$ cat src/source/tile_pkg.sv
package tile_pkg;

    // Element and result widths
    localparam int DATA_W = 8;
    localparam int ACC_W  = 32;

    // Two signed products plus one carry bit
    localparam int PSUM_W = 2 * DATA_W + 1;

    typedef logic signed [DATA_W-1:0] weight_t;

    // Activation vector, x0 in the low byte
    typedef struct packed {
        logic signed [DATA_W-1:0] x1;
        logic signed [DATA_W-1:0] x0;
    } act_vec_t;

    typedef logic signed [PSUM_W-1:0] psum_t;
    typedef logic signed [ACC_W-1:0]  acc_t;

    typedef enum logic [2:0] {
        IDLE        = 3'd0,
        LOAD_WEIGHT = 3'd1,
        COMPUTE     = 3'd2,
        DRAIN       = 3'd3,
        DONE        = 3'd4
    } tile_state_t;

endpackage

$ cat src/source/sync_fifo.sv
`timescale 1ns/10ps

module sync_fifo #(
    parameter type payload_t = logic [7:0],
    parameter int  DEPTH     = 2
) (
    input  logic                       clk,
    input  logic                       reset,
    input  logic                       push,
    input  payload_t                   push_data,
    input  logic                       pop,
    output payload_t                   pop_data,
    output logic [$clog2(DEPTH+1)-1:0] count,
    output logic                       full
);

    localparam int PTR_W = (DEPTH > 1) ? $clog2(DEPTH) : 1;
    localparam int CNT_W = $clog2(DEPTH + 1);

    payload_t         mem [DEPTH];
    logic [PTR_W-1:0] wr_ptr;
    logic [PTR_W-1:0] rd_ptr;
    logic             empty;
    logic             do_push;
    logic             do_pop;

    // Pointer wrap, also for depths that are not a power of two
    function automatic logic [PTR_W-1:0] next_ptr(input logic [PTR_W-1:0] ptr);
        return (ptr == PTR_W'(DEPTH - 1)) ? '0 : ptr + 1'b1;
    endfunction

    assign empty = (count == '0);
    assign full  = (count == CNT_W'(DEPTH));

    // Push into a full queue is lost
    assign do_push = push && !full;
    assign do_pop  = pop && !empty;

    // Show-ahead head entry, zero when nothing is stored
    assign pop_data = empty ? payload_t'(0) : mem[rd_ptr];

    always_ff @(posedge clk) begin
        if (do_push) begin
            mem[wr_ptr] <= push_data;
        end
    end

    always_ff @(posedge clk) begin
        if (reset) begin
            wr_ptr <= '0;
            rd_ptr <= '0;
            count  <= '0;
        end else begin
            if (do_push) begin
                wr_ptr <= next_ptr(wr_ptr);
            end
            if (do_pop) begin
                rd_ptr <= next_ptr(rd_ptr);
            end
            case ({do_push, do_pop})
                2'b10:   count <= count + 1'b1;
                2'b01:   count <= count - 1'b1;
                default: count <= count;
            endcase
        end
    end

endmodule

$ cat src/source/systolic_array.sv
`timescale 1ns/10ps

// Cell (r,c) holds weight w_rc, row r carries element x_r,
// column c carries the partial sum downwards
module systolic_array import tile_pkg::*; (
    input  logic     clk,
    input  logic     reset,
    input  logic     weight_shift,
    input  weight_t  weight_col0,
    input  weight_t  weight_col1,
    input  logic     feed_valid,
    input  act_vec_t act,
    output psum_t    psum_col0,
    output psum_t    psum_col1
);

    // Stationary weights
    weight_t w00;
    weight_t w01;
    weight_t w10;
    weight_t w11;

    // Row inputs and right-going activation registers
    logic signed [DATA_W-1:0] x0_in;
    logic signed [DATA_W-1:0] x1_skew;
    logic signed [DATA_W-1:0] a00;
    logic signed [DATA_W-1:0] a10;

    // Row 0 partial sums going down
    psum_t p00;
    psum_t p01;

    // Full-width products, one per cell
    logic signed [2*DATA_W-1:0] prod00;
    logic signed [2*DATA_W-1:0] prod01;
    logic signed [2*DATA_W-1:0] prod10;
    logic signed [2*DATA_W-1:0] prod11;

    // Weights enter at row 0 and move one row down per shift
    always_ff @(posedge clk) begin
        if (weight_shift) begin
            w00 <= weight_col0;
            w01 <= weight_col1;
            w10 <= w00;
            w11 <= w01;
        end
    end

    // Zero activations when nothing is fed
    assign x0_in = feed_valid ? act.x0 : '0;

    assign prod00 = x0_in * w00;
    assign prod01 = a00 * w01;
    assign prod10 = x1_skew * w10;
    assign prod11 = a10 * w11;

    always_ff @(posedge clk) begin
        if (reset) begin
            x1_skew   <= '0;
            a00       <= '0;
            a10       <= '0;
            p00       <= '0;
            p01       <= '0;
            psum_col0 <= '0;
            psum_col1 <= '0;
        end else begin
            // Row 1 lags row 0 by one cycle
            x1_skew <= feed_valid ? act.x1 : '0;

            // Pass activations to column 1
            a00 <= x0_in;
            a10 <= x1_skew;

            // Top row starts each column sum
            p00 <= prod00;
            p01 <= prod01;

            // Bottom row completes it
            psum_col0 <= p00 + prod10;
            psum_col1 <= p01 + prod11;
        end
    end

endmodule

$ cat src/source/column_accumulator.sv
`timescale 1ns/10ps

module column_accumulator import tile_pkg::*; (
    input  logic  clk,
    input  logic  reset,
    input  logic  acc_clear,
    input  logic  sum_valid,
    input  psum_t psum_col0,
    input  psum_t psum_col1,
    output acc_t  result0,
    output acc_t  result1
);

    localparam int EXT_W = ACC_W - PSUM_W;

    acc_t psum_ext0;
    acc_t psum_ext1;

    // Column 1 sum arrives one cycle after column 0
    logic sum_valid_d;

    // Sign extension to result width
    assign psum_ext0 = {{EXT_W{psum_col0[PSUM_W-1]}}, psum_col0};
    assign psum_ext1 = {{EXT_W{psum_col1[PSUM_W-1]}}, psum_col1};

    always_ff @(posedge clk) begin
        if (reset) begin
            sum_valid_d <= 1'b0;
        end else begin
            sum_valid_d <= sum_valid;
        end
    end

    always_ff @(posedge clk) begin
        if (reset) begin
            result0 <= '0;
            result1 <= '0;
        end else if (acc_clear) begin
            result0 <= '0;
            result1 <= '0;
        end else begin
            if (sum_valid) begin
                result0 <= result0 + psum_ext0;
            end
            // Totals hold between runs
            if (sum_valid_d) begin
                result1 <= result1 + psum_ext1;
            end
        end
    end

endmodule

$ cat src/source/tile_controller.sv
`timescale 1ns/10ps

module tile_controller import tile_pkg::*; #(
    parameter int ACT_DEPTH = 16
) (
    input  logic                           clk,
    input  logic                           reset,
    input  logic                           start,
    input  logic [$clog2(ACT_DEPTH+1)-1:0] act_count,
    output logic                           weight_pop,
    output logic                           weight_shift,
    output logic                           act_pop,
    output logic                           feed_valid,
    output logic                           acc_clear,
    output logic                           sum_valid,
    output logic                           busy,
    output logic                           result_valid
);

    localparam int CNT_W = $clog2(ACT_DEPTH + 1);

    // Fixed phase lengths
    localparam logic [CNT_W-1:0] LOAD_LAST  = CNT_W'(1);
    localparam logic [CNT_W-1:0] DRAIN_LAST = CNT_W'(2);

    tile_state_t      state;
    logic [CNT_W-1:0] cycle_cnt;
    logic [CNT_W-1:0] vec_count;

    // Feed delay line, column 0 sums come out two cycles later
    logic feed_d1;
    logic feed_d2;

    always_ff @(posedge clk) begin
        if (reset) begin
            state     <= IDLE;
            cycle_cnt <= '0;
            vec_count <= '0;
        end else begin
            unique case (state)
                IDLE: begin
                    cycle_cnt <= '0;
                    if (start) begin
                        // Vectors buffered at this point form the run
                        vec_count <= act_count;
                        state     <= LOAD_WEIGHT;
                    end
                end

                LOAD_WEIGHT: begin
                    cycle_cnt <= cycle_cnt + 1'b1;
                    if (cycle_cnt == LOAD_LAST) begin
                        cycle_cnt <= '0;
                        // Empty buffer skips straight to drain
                        state     <= (vec_count == '0) ? DRAIN : COMPUTE;
                    end
                end

                COMPUTE: begin
                    cycle_cnt <= cycle_cnt + 1'b1;
                    if (cycle_cnt == vec_count - 1'b1) begin
                        cycle_cnt <= '0;
                        state     <= DRAIN;
                    end
                end

                DRAIN: begin
                    cycle_cnt <= cycle_cnt + 1'b1;
                    if (cycle_cnt == DRAIN_LAST) begin
                        cycle_cnt <= '0;
                        state     <= DONE;
                    end
                end

                DONE: begin
                    state <= IDLE;
                end

                default: begin
                    cycle_cnt <= '0;
                    state     <= IDLE;
                end
            endcase
        end
    end

    always_ff @(posedge clk) begin
        if (reset) begin
            feed_d1 <= 1'b0;
            feed_d2 <= 1'b0;
        end else begin
            feed_d1 <= feed_valid;
            feed_d2 <= feed_d1;
        end
    end

    // One pop and one shift per load cycle
    assign weight_pop   = (state == LOAD_WEIGHT);
    assign weight_shift = (state == LOAD_WEIGHT);

    // One vector per compute cycle
    assign act_pop    = (state == COMPUTE);
    assign feed_valid = (state == COMPUTE);

    // Clear lands on the edge that accepts start
    assign acc_clear = (state == IDLE) && start;
    assign sum_valid = feed_d2;

    assign busy         = (state != IDLE);
    assign result_valid = (state == DONE);

endmodule

$ cat src/source/mlp_tile.sv
`timescale 1ns/10ps

module mlp_tile import tile_pkg::*; #(
    parameter int ACT_DEPTH = 16
) (
    input  logic     clk,
    input  logic     reset,
    input  logic     weight_push_col0,
    input  logic     weight_push_col1,
    input  weight_t  weight_data,
    input  logic     act_valid,
    input  act_vec_t act_data,
    input  logic     start,
    output logic     busy,
    output logic     result_valid,
    output acc_t     result0,
    output acc_t     result1
);

    localparam int CNT_W = $clog2(ACT_DEPTH + 1);

    // Controller strobes
    logic weight_pop;
    logic weight_shift;
    logic act_pop;
    logic feed_valid;
    logic acc_clear;
    logic sum_valid;

    weight_t          weight_col0;
    weight_t          weight_col1;
    act_vec_t         act_head;
    logic [CNT_W-1:0] act_count;
    logic             act_push;
    psum_t            psum_col0;
    psum_t            psum_col1;

    // Vectors are only taken while idle
    assign act_push = act_valid && !busy;

    // Column weight queues, row-1 weight pushed first
    sync_fifo #(
        .payload_t (weight_t),
        .DEPTH     (2)
    ) weight_fifo_col0 (
        .clk       (clk),
        .reset     (reset),
        .push      (weight_push_col0),
        .push_data (weight_data),
        .pop       (weight_pop),
        .pop_data  (weight_col0),
        .count     (),
        .full      ()
    );

    sync_fifo #(
        .payload_t (weight_t),
        .DEPTH     (2)
    ) weight_fifo_col1 (
        .clk       (clk),
        .reset     (reset),
        .push      (weight_push_col1),
        .push_data (weight_data),
        .pop       (weight_pop),
        .pop_data  (weight_col1),
        .count     (),
        .full      ()
    );

    sync_fifo #(
        .payload_t (act_vec_t),
        .DEPTH     (ACT_DEPTH)
    ) act_buffer (
        .clk       (clk),
        .reset     (reset),
        .push      (act_push),
        .push_data (act_data),
        .pop       (act_pop),
        .pop_data  (act_head),
        .count     (act_count),
        .full      ()
    );

    systolic_array array_i (
        .clk          (clk),
        .reset        (reset),
        .weight_shift (weight_shift),
        .weight_col0  (weight_col0),
        .weight_col1  (weight_col1),
        .feed_valid   (feed_valid),
        .act          (act_head),
        .psum_col0    (psum_col0),
        .psum_col1    (psum_col1)
    );

    column_accumulator accum_i (
        .clk       (clk),
        .reset     (reset),
        .acc_clear (acc_clear),
        .sum_valid (sum_valid),
        .psum_col0 (psum_col0),
        .psum_col1 (psum_col1),
        .result0   (result0),
        .result1   (result1)
    );

    tile_controller #(
        .ACT_DEPTH (ACT_DEPTH)
    ) ctrl_i (
        .clk          (clk),
        .reset        (reset),
        .start        (start),
        .act_count    (act_count),
        .weight_pop   (weight_pop),
        .weight_shift (weight_shift),
        .act_pop      (act_pop),
        .feed_valid   (feed_valid),
        .acc_clear    (acc_clear),
        .sum_valid    (sum_valid),
        .busy         (busy),
        .result_valid (result_valid)
    );

endmodule

$ cat config.mk
export PLATFORM = sky130hd
export DESIGN_NAME = mlp_tile
export DESIGN_NICKNAME = d
export VERILOG_FILES = /design/src/source/tile_pkg.sv /design/src/source/sync_fifo.sv /design/src/source/systolic_array.sv /design/src/source/column_accumulator.sv /design/src/source/tile_controller.sv /design/src/source/mlp_tile.sv
export SDC_FILE = /design/constraint.sdc
export NUM_CORES = 1
export LEC_CHECK = 0
export ABC_AREA = 1
export BUFFER_PORTS_ARGS = -buffer_cell sky130_fd_sc_hd__buf_2
export CAP_MARGIN = 20
export CORE_UTILIZATION = 40
export CTS_BUF_LIST = sky130_fd_sc_hd__clkbuf_8
export DETAILED_ROUTE_END_ITERATION = 8
export PLACE_DENSITY_LB_ADDON = 0.08
export SLEW_MARGIN = 20
export SYNTH_ARGS = -nofsm -noshare
export SYNTH_HDL_FRONTEND = slang
export SYNTH_SLANG_ARGS = --single-unit
$ cat constraint.sdc
create_clock -name clk -period 5.94 [get_ports clk]
set_input_delay 0.891 -clock clk [delete_from_list [all_inputs] [get_ports clk]]
set_output_delay 0.891 -clock clk [all_outputs]
set_load 0.01 [all_outputs]
# Word level (Yosys, flattened, before mapping)
# Memories as Yosys holds them, arrays and structs flattened. A register that Yosys moved wholly into a read port is not among the register bits.
# Cells that the tools add are included.
totals:
  word_cells: 131
  mem_bits_rw: 288
  ff_bits: 207
  output_inout_bits: 66
  in_bits: 30
  memories: 3
mem_list:
  columns: ["memory", "depth", "word_bits", "rd", "rd_ports_with_merged_regs", "wr", "line_no", "source"]
  rows:
  - ["act_buffer.mem", 16, 16, 1, 1, 1, "sync_fifo.sv:20", "payload_t mem [DEPTH];"]
  - ["weight_fifo_col0.mem", 2, 8, 1, 1, 1, "sync_fifo.sv:20", null]
  - ["weight_fifo_col1.mem", 2, 8, 1, 1, 1, "sync_fifo.sv:20", null]
op_classes:
  add_sub_neg: 18
  mul: 4
  n_reduce_logical: 28
  n_bitwise: 1
  eq_ne: 22
  muxes: 29
op_table:
  columns: ["op", "n"]
  rows:
  - ["$add A32 B17 Y32", 2]
  - ["$mul A8 B8 Y16", 4]
  - ["$add A16 B16 Y17", 2]
  - ["$pmux W5 S4", 1]
  - ["$mux W4", 4]
  - ["$mux W8", 2]
  - ["$mux W5", 3]
  - ["$mux W3", 4]
  - ["$pmux W3 S4", 1]
  - ["$mux W1", 11]
  - ["$add A5 B1 Y5 const B", 2]
  - ["$eq A2 B2 Y1 const B", 5]
  - ["$logic_not A5 Y1", 2]
  - ["$pmux W5 S2", 1]
  - ["$sub A5 B1 Y5 const B", 2]
  - ["$add A4 B1 Y4 const B", 2]
  - ["$eq A4 B4 Y1 const B", 2]
  - ["$logic_and A1 B1 Y1", 8]
  - ["$pmux W2 S2", 2]
  - ["$logic_not A1 Y1", 7]
  - ["$eq A2 B1 Y1 const B", 3]
  - ["$eq A3 B2 Y1 const B", 2]
  - ["$ne A2 B1 Y1 const B", 3]
  - ["$reduce_bool A2 Y1", 3]
  - ["other kinds (18)", 24]

# Depth between registers and ports, before layout
depth:
  depth_word: 6
  ltp_mapped: 30
  ltp_nobuf: 28

# Cells and area by module
# Synthesis repeated with hierarchy kept, for this count alone.
unflattened:
  hier_cells: 4454
  hier_area_um2: 35994.5
by_module_without_submodules:
  columns: ["module", "area_each_um2", "seq_area_each_um2", "instances", "cells_each"]
  rows:
  - ["systolic_array", 14870.5, 2762.6, 1, 1799]
  - ["sync_fifo at act_buffer", 11209.5, 8027.7, 1, 989]
  - ["column_accumulator", 7225.7, 1301.2, 1, 1354]
  - ["sync_fifo at weight_fifo_col0 ...", 873.3, 580.6, 2, 83]
  - ["tile_controller", 932.1, 300.3, 1, 144]
  - ["mlp_tile", 10.0, 0.0, 1, 2]

# Least setup slack after synthesis
# No wires, ideal clock.
synth_timing:
  kind: "reg-to-reg"
  from: "reg (tool-made name)"
  to: "reg array_i.p00[13]"
  stages_incl_launch_ff: 25
  arrival_time_ns: 4.597
  period_less_slack_ns: 4.667
  n_path_buf: 3
  setup_time_ns: 0.070
  setup_slack_ns: 1.273
  required_time_ns: 5.870
  path_cell_list: "dfxtp_1 -> buf_6 -> buf_8 -> buf_6 -> nor2_1 -> o221ai_1 -> nand3_1 -> nand2_1 -> nand2_4 -> nor2_2 -> inv_1 -> fa_1 -> inv_1 -> fa_1 -> fa_1 -> inv_1 -> fa_1 -> inv_1 -> ha_1 -> a21oi_1 -> a21boi_0 -> o21ai_0 -> a21oi_1 -> o21ai_0 -> a21oi_1"
synth_lines:
  columns: ["item", "line_no", "source"]
  rows:
  - ["to (signal assigned)", "systolic_array.sv:75", "p00 <= prod00;"]
  - ["to (decl)", "systolic_array.sv:30", "psum_t p00;"]

==> metrics.txt <==
status=finished, final reports clean; CTS root buf=clkbuf_8; unrepaired setup endpoints after global routing=false; starting density of the core=between 40% and 50%; Post-synth EDFFs=320; TNS Setup=0 ps; nets=roughly 4.6k; Post-CTS Setup Bufs=0; drt initial violations=roughly 1.1k; share of the synthesized area in the top cell type=27.8%; Post-Synthesis Cells=~4k; synth warn=0; Die Area=slightly below 0.09 mm^2; max-slew violation count=0; port buffer count=95; via/cell ratio=4.74; fillers=about 8.6k; initial antenna violation count=5; routability cong.=0.884; Avg Inst Size Synth=slightly below 9 um^2; worst vdd ir=0.335 mV; register area share after synthesis=39.0%; post-layout min period=around 5300 ps; worst skew pair latency=around 730 ps; DRT Pass-1 Iters=5; Row Count=between 100 and 150; final number of setup-violating endpoints=0; Clock transition at path regs=60 ps; Final Hold Fails=0; post-route clock period utilization=89.6%; synth unique cells=52; H-tree depth=3; Finished Cell Area=roughly 0.038 mm^2; slew at the pin with the worst max-slew slack=slightly above 1000 ps; CTS Hold Bufs=0; Hold WC Path Type=in2reg; via count=about 25k; CTS Buffer Depth=3; I/O pins=96; Pwr Density=approximately 380 mW/mm^2; leading area contributor after synthesis=edfxtp_1; most frequent cell after synthesis=inv_1; drt total wl=roughly 84000 um; Synth Flop Type=edfxtp_1; Max-Slew Margin vs Limit=between 30% and 40%; number of global-route vias before repair=around 25k; asr flop ratio synth=0%; Mapped Area=between 0.03 and 0.04 mm^2; die width=a little under 300 um; TritonCTS clock tree=built; first-pass GRT wire length=roughly 130000 um; Total Routing Usage GR=19.6%; cts repair resizes=0; GR Overflow Total=0; drt wl/cell=approximately 16 um; core area=0.0854 mm^2; clk_skew=~32 ps; detailed placement HPWL=between 60000 and 70000 um; Critical Path RT=roughly 6600 ps; Area growth syn-to-layout=10.1%; area of the multi-input gates=roughly 0.018 mm^2; crit-path max FO=32; leak pwr=between 15 and 20 nW; largest net degree at the start of global routing=73; dominant cells by area after synthesis=edfxtp_1, fa_1, dfxtp_1; drt drc=0; Die Y=296 um; Num CTS Buffers=95; Synthesized Nets=4479; Synth top cells by count=inv_1, nand2_1, nor2_1; crit start category=flip-flop; max frequency=around 190 MHz; kind of end point of the critical path=flip-flop; register area=about 0.014 mm^2; layout cells sized above 1=under 10%; Post-DRT Antenna Nets=0; Max-Cap Viols=0; Clock Sinks=roughly 520; crit path kind=reg2reg; Placed Area=between 0.03 and 0.04 mm^2; critical path arrival=5970 ps; register bit total from synthesis=between 500 and 600
state kept, by name, summed over array words and instances (netlist names), 8 cells and up, named ones only:
name / flops
accum_i.result0: 32
accum_i.result1: 32
act_buffer.mem: 256
array_i.a00: 8
array_i.a10: 8
array_i.p00: 16
array_i.p01: 16
array_i.psum_col0: 17
array_i.psum_col1: 17
array_i.w00: 8
array_i.w01: 8
array_i.w10: 8
array_i.w11: 8
array_i.x1_skew: 8
weight_fifo_col0.mem: 16
weight_fifo_col1.mem: 16
report_power, final:
part / internal, W / switching [W] / total [W]
clock network: 0.00180 / 0.00156 / 0.00335
logic: 0.00230 / 0.00394 / 0.00623
registers: 0.00430 / 0.000468 / 0.00477
total: 0.00839 / 0.00596 / 0.0144
per-stage QoR:
stage | worst slack [ps] | total power (W) | hold slack (ps) | cells | util, %
finish | 615 | 0.0144 | 414 | 5293 | 44.7
global route | 66.1 | 0.0158 | 354 | 5292 | 44.6
CTS | 601 | 0.0146 | 335 | 5287 | 44.6
detailed placement | 637 | 0.0111 | 486 | 5114 | 42.4
global placement | 667 | 0.0111 | 473 | 5114 | 42.4
floorplan | 1270 | 0.00959 | 388 | 3971 | -
cells by family after synthesis:
group	share of synthesized area [%]
flops	39.0
buf+inv	10.3
fa+ha+maj	23.0
xor+xnor	1.49
simple gates	16.8
compound gates	9.39
layout make-up:
| cell class | instances | area share (%) |
|---|---|---|
| Antenna cell | 6 | 0.0394 |
| Clock buffer | 101 | 3.64 |
| Clock inverter | 72 | 1.25 |
| Inverter | 765 | 7.53 |
| Multi-Input combinational cell | 2559 | 46.2 |
| Sequential cell | 515 | 35.5 |
| Tap cell | 1144 | 3.75 |
| Timing Repair Buffer | 131 | 2.12 |
final timing paths:
path                                            from  slack (ps)                          to  depth (start not counted)
worst min register to register  act_buffer.rd_ptr[2]         490                   flip-flop                          2
worst max register to register             flip-flop         620             array_i.p00[13]                         21
worst max-delay path                       flip-flop         620             array_i.p00[13]                         21
worst min-delay path                  weight_data[6]         410  weight_fifo_col0.mem[0][6]                          1
metal layers:
metal  part of all wire [%]  vias up  track usage (%)
li1                       -    12800                -
met1                     47    11700             26.4
met2                     47      416             32.6
met3                    4.2      114             3.56
met4                    1.9        4             4.70
met5                  0.027        -                0
layout by cell type (no fill, tap or decap), types with 6 or more instances in the layout:
| master | instances |
|---|---|
| a211oi_1 | 6 |
| o21ai_2 | 7 |
| buf_2 | 95 |
| o22ai_1 | 45 |
| nor2_2 | 16 |
| o211ai_1 | 11 |
| dfxtp_1 | 190 |
| clkbuf_8 | 101 |
| nand4_1 | 14 |
| a21o_1 | 9 |
| or2_2 | 29 |
| nor2_4 | 9 |
| o221ai_1 | 10 |
| nand2_1 | 710 |
| fa_1 | 265 |
| ha_1 | 213 |
| o21bai_1 | 18 |
| clkinv_2 | 8 |
| a21oi_1 | 187 |
| clkinv_1 | 21 |
| o21ai_0 | 242 |
| nor2_1 | 492 |
| buf_4 | 31 |
| xnor2_1 | 24 |
| nor3_1 | 17 |
| diode_2 | 6 |
| edfxtp_1 | 320 |
| o21ai_1 | 41 |
| xor2_1 | 35 |
| inv_2 | 11 |
| inv_1 | 784 |
| nand3_1 | 122 |
critical path, stage by stage (launching register included):
cell and delay [ps]:
dfxtp_4 370, buf_4 260, buf_4 360, o21ai_0 140, o22ai_1 180, o21ai_1 110
o21ai_2 160, nand2_4 150, nor2_1 170, fa_1 430, fa_1 480, fa_1 490
inv_1 50, fa_1 470, inv_1 40, ha_1 320, a21o_1 190, a21boi_0 230
o21ai_0 190, a21oi_1 210, o21ai_0 90, a21oi_1 150
No activity file was read; power rests on OpenSTA's default activity.
